--- config.mk ---
export PLATFORM = sky130hd
export DESIGN_NAME = logic_analyzer
export DESIGN_NICKNAME = d
export VERILOG_FILES = /design/src/design/la_pkg.sv /design/src/design/la_trigger.sv /design/src/design/la_trigger_block.sv /design/src/design/la_ctrl_regs.sv /design/src/design/la_capture_ctrl.sv /design/src/design/la_sample_mem.sv /design/src/design/logic_analyzer.sv
export SDC_FILE = /design/constraint.sdc
export NUM_CORES = 1
export LEC_CHECK = 0
export ABC_AREA = 1
export BUFFER_PORTS_ARGS = -buffer_cell sky130_fd_sc_hd__buf_2
export CAP_MARGIN = 10
export CORE_MARGIN = 1
export CORE_UTILIZATION = 44
export CTS_BUF_LIST = sky130_fd_sc_hd__clkbuf_8
export DETAILED_ROUTE_END_ITERATION = 8
export PLACE_DENSITY = 0.58
export SLEW_MARGIN = 20
export SYNTH_ARGS = -nofsm -noshare
export SYNTH_HDL_FRONTEND = slang
export SYNTH_HIERARCHICAL = 1
export SYNTH_SLANG_ARGS = --single-unit
--- constraint.sdc ---
create_clock -name clk -period 4.25 [get_ports clk]
set_clock_uncertainty 0.05 [all_clocks]
set_input_delay 0 -clock clk [delete_from_list [all_inputs] [get_ports clk]]
set_output_delay 0 -clock clk [all_outputs]
set_load 0.05 [all_outputs]
--- src/design/la_pkg.sv ---
package la_pkg;

    // one register bus transaction, passed stage to stage
    typedef struct packed {
        logic [15:0] addr;
        logic [15:0] wdata;
        logic [15:0] rdata;
        logic        rw;
        logic        valid;
    } la_bus_t;

    // probe bundle, also the stored sample word
    typedef struct packed {
        logic       flag_a;
        logic       flag_b;
        logic       flag_c;
        logic [3:0] nibble;
    } la_probes_t;

    typedef enum logic [3:0] {
        DISABLE  = 4'd0,
        RISING   = 4'd1,
        FALLING  = 4'd2,
        CHANGING = 4'd3,
        GT       = 4'd4,
        LT       = 4'd5,
        GEQ      = 4'd6,
        LEQ      = 4'd7,
        EQ       = 4'd8,
        NEQ      = 4'd9
    } la_trig_op_e;

    typedef enum logic [3:0] {
        IDLE             = 4'd0,
        MOVE_TO_POSITION = 4'd1,
        IN_POSITION      = 4'd2,
        CAPTURING        = 4'd3,
        CAPTURED         = 4'd4
    } la_state_e;

    // register file to capture controller
    typedef struct packed {
        logic [15:0] trigger_loc;
        logic        request_start;
        logic        request_stop;
    } la_ctrl_t;

    // capture controller back to register file
    typedef struct packed {
        la_state_e   state;
        logic [15:0] current_loc;
        logic [15:0] read_pointer;
    } la_status_t;

    localparam int          LA_SAMPLE_DEPTH = 128;
    localparam logic [15:0] LA_CTRL_BASE    = 16'd0;
    localparam logic [15:0] LA_TRIG_BASE    = 16'd6;
    localparam logic [15:0] LA_MEM_BASE     = 16'd14;

endpackage

--- src/design/la_trigger.sv ---
`timescale 1ns/100ps

module la_trigger import la_pkg::*; #(
    parameter type probe_t = logic
) (
    input  logic        clk,
    input  logic        reset_i,
    input  probe_t      probe_i,
    input  la_trig_op_e op_i,
    input  probe_t      arg_i,
    output logic        trig_o
);

    probe_t probe_prev;

    // last cycle's probe value for the edge ops
    always_ff @(posedge clk) begin
        if (reset_i) begin
            probe_prev <= '0;
        end else begin
            probe_prev <= probe_i;
        end
    end

    always_comb begin
        case (op_i)
            RISING:   trig_o = probe_i > probe_prev;
            FALLING:  trig_o = probe_i < probe_prev;
            CHANGING: trig_o = probe_i != probe_prev;
            GT:       trig_o = probe_i > arg_i;
            LT:       trig_o = probe_i < arg_i;
            GEQ:      trig_o = probe_i >= arg_i;
            LEQ:      trig_o = probe_i <= arg_i;
            EQ:       trig_o = probe_i == arg_i;
            NEQ:      trig_o = probe_i != arg_i;
            // DISABLE and the unused codes
            default:  trig_o = 1'b0;
        endcase
    end

endmodule

--- src/design/la_trigger_block.sv ---
`timescale 1ns/100ps

module la_trigger_block import la_pkg::*; #(
    parameter logic [15:0] BASE_ADDR = LA_TRIG_BASE
) (
    input  logic       clk,
    input  logic       reset_i,
    input  la_probes_t probes_i,
    input  la_bus_t    bus_i,
    output la_bus_t    bus_o,
    output logic       trig_o
);

    // per probe op, order flag_a, flag_b, flag_c, nibble
    la_trig_op_e op_q [4];
    // args share the probe layout so each field has its own width
    la_probes_t  arg_q;

    logic [15:0] offset;
    logic        in_window;
    logic        trig_a;
    logic        trig_b;
    logic        trig_c;
    logic        trig_n;

    assign offset    = bus_i.addr - BASE_ADDR;
    assign in_window = (bus_i.addr >= BASE_ADDR) && (offset < 16'd8);

    always_ff @(posedge clk) begin
        bus_o <= bus_i;
        if (reset_i) begin
            bus_o.valid <= 1'b0;
            op_q        <= '{default: DISABLE};
            arg_q       <= '0;
        end else if (bus_i.valid && in_window) begin
            if (bus_i.rw) begin
                case (offset[2:0])
                    3'd0: op_q[0] <= la_trig_op_e'(bus_i.wdata[3:0]);
                    3'd1: arg_q.flag_a <= bus_i.wdata[0];
                    3'd2: op_q[1] <= la_trig_op_e'(bus_i.wdata[3:0]);
                    3'd3: arg_q.flag_b <= bus_i.wdata[0];
                    3'd4: op_q[2] <= la_trig_op_e'(bus_i.wdata[3:0]);
                    3'd5: arg_q.flag_c <= bus_i.wdata[0];
                    3'd6: op_q[3] <= la_trig_op_e'(bus_i.wdata[3:0]);
                    default: arg_q.nibble <= bus_i.wdata[3:0];
                endcase
            end else begin
                case (offset[2:0])
                    3'd0: bus_o.rdata <= {12'd0, op_q[0]};
                    3'd1: bus_o.rdata <= {15'd0, arg_q.flag_a};
                    3'd2: bus_o.rdata <= {12'd0, op_q[1]};
                    3'd3: bus_o.rdata <= {15'd0, arg_q.flag_b};
                    3'd4: bus_o.rdata <= {12'd0, op_q[2]};
                    3'd5: bus_o.rdata <= {15'd0, arg_q.flag_c};
                    3'd6: bus_o.rdata <= {12'd0, op_q[3]};
                    default: bus_o.rdata <= {12'd0, arg_q.nibble};
                endcase
            end
        end
    end

    la_trigger #(.probe_t(logic)) i_trig_a (
        .clk     (clk),
        .reset_i (reset_i),
        .probe_i (probes_i.flag_a),
        .op_i    (op_q[0]),
        .arg_i   (arg_q.flag_a),
        .trig_o  (trig_a)
    );

    la_trigger #(.probe_t(logic)) i_trig_b (
        .clk     (clk),
        .reset_i (reset_i),
        .probe_i (probes_i.flag_b),
        .op_i    (op_q[1]),
        .arg_i   (arg_q.flag_b),
        .trig_o  (trig_b)
    );

    la_trigger #(.probe_t(logic)) i_trig_c (
        .clk     (clk),
        .reset_i (reset_i),
        .probe_i (probes_i.flag_c),
        .op_i    (op_q[2]),
        .arg_i   (arg_q.flag_c),
        .trig_o  (trig_c)
    );

    la_trigger #(.probe_t(logic [3:0])) i_trig_n (
        .clk     (clk),
        .reset_i (reset_i),
        .probe_i (probes_i.nibble),
        .op_i    (op_q[3]),
        .arg_i   (arg_q.nibble),
        .trig_o  (trig_n)
    );

    // any probe can fire the capture
    assign trig_o = trig_a | trig_b | trig_c | trig_n;

endmodule

--- src/design/la_ctrl_regs.sv ---
`timescale 1ns/100ps

module la_ctrl_regs import la_pkg::*; #(
    parameter logic [15:0] BASE_ADDR = LA_CTRL_BASE
) (
    input  logic       clk,
    input  logic       reset_i,
    input  la_bus_t    bus_i,
    output la_bus_t    bus_o,
    output la_ctrl_t   ctrl_o,
    input  la_status_t status_i
);

    logic [15:0] offset;
    logic        in_window;

    assign offset    = bus_i.addr - BASE_ADDR;
    assign in_window = (bus_i.addr >= BASE_ADDR) && (offset < 16'd6);

    always_ff @(posedge clk) begin
        bus_o <= bus_i;
        if (reset_i) begin
            bus_o.valid          <= 1'b0;
            ctrl_o.trigger_loc   <= '0;
            ctrl_o.request_start <= 1'b0;
            ctrl_o.request_stop  <= 1'b0;
        end else if (bus_i.valid && in_window) begin
            if (bus_i.rw) begin
                // state, current_loc and read_pointer ignore writes
                case (offset[2:0])
                    3'd1: ctrl_o.trigger_loc <= bus_i.wdata;
                    3'd3: ctrl_o.request_start <= bus_i.wdata[0];
                    3'd4: ctrl_o.request_stop <= bus_i.wdata[0];
                    default: ;
                endcase
            end else begin
                case (offset[2:0])
                    3'd0: bus_o.rdata <= {12'd0, status_i.state};
                    3'd1: bus_o.rdata <= ctrl_o.trigger_loc;
                    3'd2: bus_o.rdata <= status_i.current_loc;
                    3'd3: bus_o.rdata <= {15'd0, ctrl_o.request_start};
                    3'd4: bus_o.rdata <= {15'd0, ctrl_o.request_stop};
                    default: bus_o.rdata <= status_i.read_pointer;
                endcase
            end
        end
    end

endmodule

--- src/design/la_capture_ctrl.sv ---
`timescale 1ns/100ps

module la_capture_ctrl import la_pkg::*; #(
    parameter int SAMPLE_DEPTH = LA_SAMPLE_DEPTH
) (
    input  logic                            clk,
    input  logic                            reset_i,
    input  la_ctrl_t                        ctrl_i,
    input  logic                            trig_i,
    output la_status_t                      status_o,
    output logic [$clog2(SAMPLE_DEPTH)-1:0] wr_addr_o,
    output logic                            wr_en_o
);

    localparam int          AW   = $clog2(SAMPLE_DEPTH);
    localparam logic [AW:0] FULL = (AW + 1)'(SAMPLE_DEPTH);

    la_state_e   state;
    logic [15:0] current_loc;
    // extra msb on both pointers tells full from empty
    logic [AW:0] write_ptr;
    logic [AW:0] read_ptr;
    logic [AW:0] fill;
    logic        prev_start;
    logic        prev_stop;
    logic        start_edge;
    logic        stop_edge;

    assign start_edge = ctrl_i.request_start & ~prev_start;
    assign stop_edge  = ctrl_i.request_stop & ~prev_stop;
    assign fill       = write_ptr - read_ptr;
    assign wr_addr_o  = write_ptr[AW-1:0];

    // current probes are written on the same edge
    always_comb begin
        case (state)
            MOVE_TO_POSITION, IN_POSITION: wr_en_o = 1'b1;
            CAPTURING:                     wr_en_o = (fill != FULL);
            default:                       wr_en_o = 1'b0;
        endcase
    end

    always_ff @(posedge clk) begin
        if (reset_i) begin
            state       <= IDLE;
            current_loc <= '0;
            write_ptr   <= '0;
            read_ptr    <= '0;
            prev_start  <= 1'b0;
            prev_stop   <= 1'b0;
        end else begin
            prev_start <= ctrl_i.request_start;
            prev_stop  <= ctrl_i.request_stop;
            if (wr_en_o) begin
                write_ptr <= write_ptr + 1'b1;
            end
            if (stop_edge) begin
                state <= IDLE;
            end else begin
                case (state)
                    IDLE, CAPTURED: begin
                        if (start_edge) begin
                            // empty the buffer
                            read_ptr    <= write_ptr;
                            current_loc <= '0;
                            state <= (ctrl_i.trigger_loc == 16'd0) ? IN_POSITION
                                                                   : MOVE_TO_POSITION;
                        end
                    end
                    MOVE_TO_POSITION: begin
                        current_loc <= current_loc + 16'd1;
                        if (current_loc + 16'd1 == ctrl_i.trigger_loc) begin
                            state <= IN_POSITION;
                        end
                    end
                    IN_POSITION: begin
                        // sliding window of trigger_loc samples until the trigger
                        if (trig_i) begin
                            state <= CAPTURING;
                        end else begin
                            read_ptr <= read_ptr + 1'b1;
                        end
                    end
                    CAPTURING: begin
                        if (fill == FULL) begin
                            state <= CAPTURED;
                        end
                    end
                    default: state <= IDLE;
                endcase
            end
        end
    end

    assign status_o.state        = state;
    assign status_o.current_loc  = current_loc;
    assign status_o.read_pointer = 16'(read_ptr[AW-1:0]);

endmodule

--- src/design/la_sample_mem.sv ---
`timescale 1ns/100ps

module la_sample_mem import la_pkg::*; #(
    parameter logic [15:0] BASE_ADDR    = LA_MEM_BASE,
    parameter int          SAMPLE_DEPTH = LA_SAMPLE_DEPTH
) (
    input  logic                            clk,
    input  logic                            reset_i,
    input  la_bus_t                         bus_i,
    output la_bus_t                         bus_o,
    input  logic [$clog2(SAMPLE_DEPTH)-1:0] wr_addr_i,
    input  logic                            wr_en_i,
    input  la_probes_t                      wr_data_i
);

    localparam int AW = $clog2(SAMPLE_DEPTH);

    la_probes_t  mem [SAMPLE_DEPTH];

    logic [15:0] offset;
    logic        in_window;
    logic [AW-1:0] rd_addr;

    assign offset    = bus_i.addr - BASE_ADDR;
    assign in_window = (bus_i.addr >= BASE_ADDR) && (offset < 16'(SAMPLE_DEPTH));
    assign rd_addr   = offset[AW-1:0];

    // capture side write port
    always_ff @(posedge clk) begin
        if (wr_en_i) begin
            mem[wr_addr_i] <= wr_data_i;
        end
    end

    // bus side is read only, writes in the window just pass through
    always_ff @(posedge clk) begin
        bus_o <= bus_i;
        if (reset_i) begin
            bus_o.valid <= 1'b0;
        end else if (bus_i.valid && !bus_i.rw && in_window) begin
            bus_o.rdata <= 16'(mem[rd_addr]);
        end
    end

endmodule

--- src/design/logic_analyzer.sv ---
`timescale 1ns/100ps

module logic_analyzer import la_pkg::*; #(
    parameter int SAMPLE_DEPTH = LA_SAMPLE_DEPTH
) (
    input  logic       clk,
    input  logic       reset_i,
    input  la_probes_t probes_i,
    input  la_bus_t    bus_i,
    output la_bus_t    bus_o
);

    localparam int AW = $clog2(SAMPLE_DEPTH);

    la_bus_t    bus_ctrl_trig;
    la_bus_t    bus_trig_mem;
    la_ctrl_t   ctrl;
    la_status_t status;
    logic       trig;
    logic [AW-1:0] wr_addr;
    logic       wr_en;

    // bus chain: control regs, triggers, then sample memory
    la_ctrl_regs #(.BASE_ADDR(LA_CTRL_BASE)) i_ctrl_regs (
        .clk      (clk),
        .reset_i  (reset_i),
        .bus_i    (bus_i),
        .bus_o    (bus_ctrl_trig),
        .ctrl_o   (ctrl),
        .status_i (status)
    );

    la_trigger_block #(.BASE_ADDR(LA_TRIG_BASE)) i_trigger_block (
        .clk      (clk),
        .reset_i  (reset_i),
        .probes_i (probes_i),
        .bus_i    (bus_ctrl_trig),
        .bus_o    (bus_trig_mem),
        .trig_o   (trig)
    );

    la_capture_ctrl #(.SAMPLE_DEPTH(SAMPLE_DEPTH)) i_capture_ctrl (
        .clk       (clk),
        .reset_i   (reset_i),
        .ctrl_i    (ctrl),
        .trig_i    (trig),
        .status_o  (status),
        .wr_addr_o (wr_addr),
        .wr_en_o   (wr_en)
    );

    la_sample_mem #(
        .BASE_ADDR    (LA_MEM_BASE),
        .SAMPLE_DEPTH (SAMPLE_DEPTH)
    ) i_sample_mem (
        .clk       (clk),
        .reset_i   (reset_i),
        .bus_i     (bus_trig_mem),
        .bus_o     (bus_o),
        .wr_addr_i (wr_addr),
        .wr_en_i   (wr_en),
        .wr_data_i (probes_i)
    );

endmodule

==> metrics <==
run status=finished clean; area delta synth->final=13.4%; CTS tree=done; Rel. slew slack=30.8%; drc violations=0; CTS Buffer Depth=3; Cell Count Post-Placement=5992; Met1 Wirelength=57700 µm; die height=331 µm; clk slew on worst S/H paths=60 ps; Hold WC Path Type=in2reg; Final Hold Viols=0; Yosys reg bits=1131; die width=331 µm; most common library cell in the layout ignoring fill and taps=nand2_1; Worst-Margin Slew=1040 ps; RSZ-0062 raised after global routing=false; fraction of registers with async set/reset=0%; Initial Util=44.4%; Syn Inst Count=4667; antenna viol nets, final=0; CP endpoint kind=register; Leak Pwr=20.8 nW; fin cells=6447; Critical Path AT=4000 ps; period utilization=83.9%; io pins=109; clk root buf=clkbuf_8; Final nets=4996; worst slack after detailed placement=661 ps; Routed met2 length=60600 µm; CTS resizes=0; Port Buf Inserts=108; Routed WL per cell=20.3 µm; final wirelength=131000 µm; drt first pass iters=6; Final WS setup=685 ps; fin area=53900 µm²; shortest period the worst path allows=3560 ps; most frequent cells in the layout=1565 x nand2_1, 896 x edfxtp_1, 876 x nand3_1; initial antenna violation count=3; TritonCTS Sinks=1131; Num CTS Buffers=182; GRT Total Usage=23.8%; worst skew pair latency=860 ps; global-route wire length before repair=196000 µm; Core Rows=120; Yosys Warn Count=6; Post-Syn Area per Cell=10.2 µm²; Vias/cell=5.26; core footprint=107000 µm²; critical path class=reg2reg; hpwl dp=78300 µm; EDFF count, synth=896; area share of the largest cell type after synthesis=56.6%; setup TNS=0 ps; P per Cell Area=443 nW/µm²; global route overflow=0; Unique masters post-synth=57; Max Fclk=0.281 GHz; vias in the first global route=32696; Worst EP required=4680 ps; IR drop worst, VDD=277 µV; Critical Path Start Type=register; crit path max fanout=13; largest net degree at the start of global routing=211; Top Layer Used=met4; gpl congestion=0.863; DR vias=33933; register area share after synthesis=66.4%; Die Area=109000 µm²; H-tree levels=4; Slew Viols, Final=0; top cells by area, synth=edfxtp_1 57%, nand2_1 12%, dfxtp_1 9.9%; cell taking the most area after synthesis=edfxtp_1; Final Setup Violations=0; Total Power Consumption=23.9 mW; Synth Cell Area=47600 µm²; area of placed instances=49200 µm²; Initial DRC Count=3082; MaxCap Viol Count=0; top_reg_cell synth=edfxtp_1; DR WL met3=8990 µm; layout cells sized above 1=10.0%
-- final cells by class --
cell class,count,area [µm²]
Antenna cell,1,2.50
Clock buffer,189,2600
Clock inverter,136,808
Fill cell,9856,53300
Inverter,235,902
Multi-Input combinational cell,3059,13800
Sequential cell,1131,31600
Tap cell,1403,1760
Timing Repair Buffer,293,2430
-- metrics by stage --
step           hold slack [ps]  utilization (%)
2_1_floorplan            -22.3                -
3_3_place_gp              69.8             45.9
3_5_place_dp              70.3             45.9
4_1_cts                 0.0484             50.3
5_1_grt                   31.4             50.3
6_report                  62.8             50.3
-- sequential cells by signal (all words and copies together), names as in the netlist, 3 cells and up --
name                                 flops
i_capture_ctrl/state                     3
i_capture_ctrl/write_ptr                 8
i_capture_ctrl/read_ptr                  8
i_ctrl_regs/bus_o                       50
i_capture_ctrl/current_loc              16
i_trigger_block/arg_q                    7
i_trigger_block/i_trig_n/probe_prev      4
i_trigger_block/bus_o                   50
i_sample_mem/mem                       896
i_ctrl_regs/ctrl_o                      18
i_sample_mem/bus_o                      50
i_trigger_block/op_q                    16
-- cells by family after synthesis --
group           Yosys count  share of synthesized area [%]
xor+xnor                 14                          0.302
flops                  1131                           66.4
compound gates          116                           1.51
other cells               1                        0.00788
buf+inv                 486                           4.64
simple gates           2884                           26.2
fa+ha+maj                35                          0.920
-- Yosys cell counts, drive strengths merged (8+ instances only) --
master,instances
ha,35
xor2,8
buf,213
a21oi,45
nand4,29
o211ai,16
inv,233
o21ai,33
clkbuf,38
edfxtp,896
nor2,350
nor3,24
nand2,1584
nand3,884
dfxtp,235
-- power by group --
part / total, mW / switching (mW) / internal, mW / leakage (nW)
clock: 8.84 / 4.37 / 4.47 / 1.94
combinational: 2.81 / 2.03 / 0.776 / 8.89
sequential: 12.2 / 0.131 / 12.1 / 10.0
-- worst paths after layout --
kind	depth (start not counted)	start	slack, ps	end
max	13	i_capture_ctrl/write_ptr[4]$_SDFFE_PP0P_	690	i_sample_mem/mem[49][4]$_DFFE_PP_
min	2	probes_i[6]	60	i_sample_mem/mem[100][6]$_DFFE_PP_
max reg2reg	13	i_capture_ctrl/write_ptr[4]$_SDFFE_PP0P_	690	i_sample_mem/mem[49][4]$_DFFE_PP_
min reg2reg	0	i_ctrl_regs/bus_o[25]$_DFF_P_	270	i_trigger_block/bus_o[25]$_DFF_P_
-- critical path, cell delays in order (launching register included) --
cell and delay (ps):
dfxtp_1 500, ha_1 370, nand2_1 120, inv_1 60, a21oi_1 170, nand2_1 70
nand2_1 60, a21oi_1 70, nand3_1 90, nand2_1 100, nand2_1 440, nand2_1 300
buf_12 260, nor2_1 500
-- routing by layer --
layer / vias to the layer above / GRT usage, %
met5: - / 0
met4: 0 / 8.17
met3: 214 / 4.32
met2: 1207 / 37.5
met1: 16261 / 33.2
li1: 16251 / -
-- what timing repair did --
item                      in CTS  in global routing
setup buffers                  0                  0
hold buffers                 129                  0
hold endpoints to repair     536                  0
No activity file was read; power rests on OpenSTA's default activity.
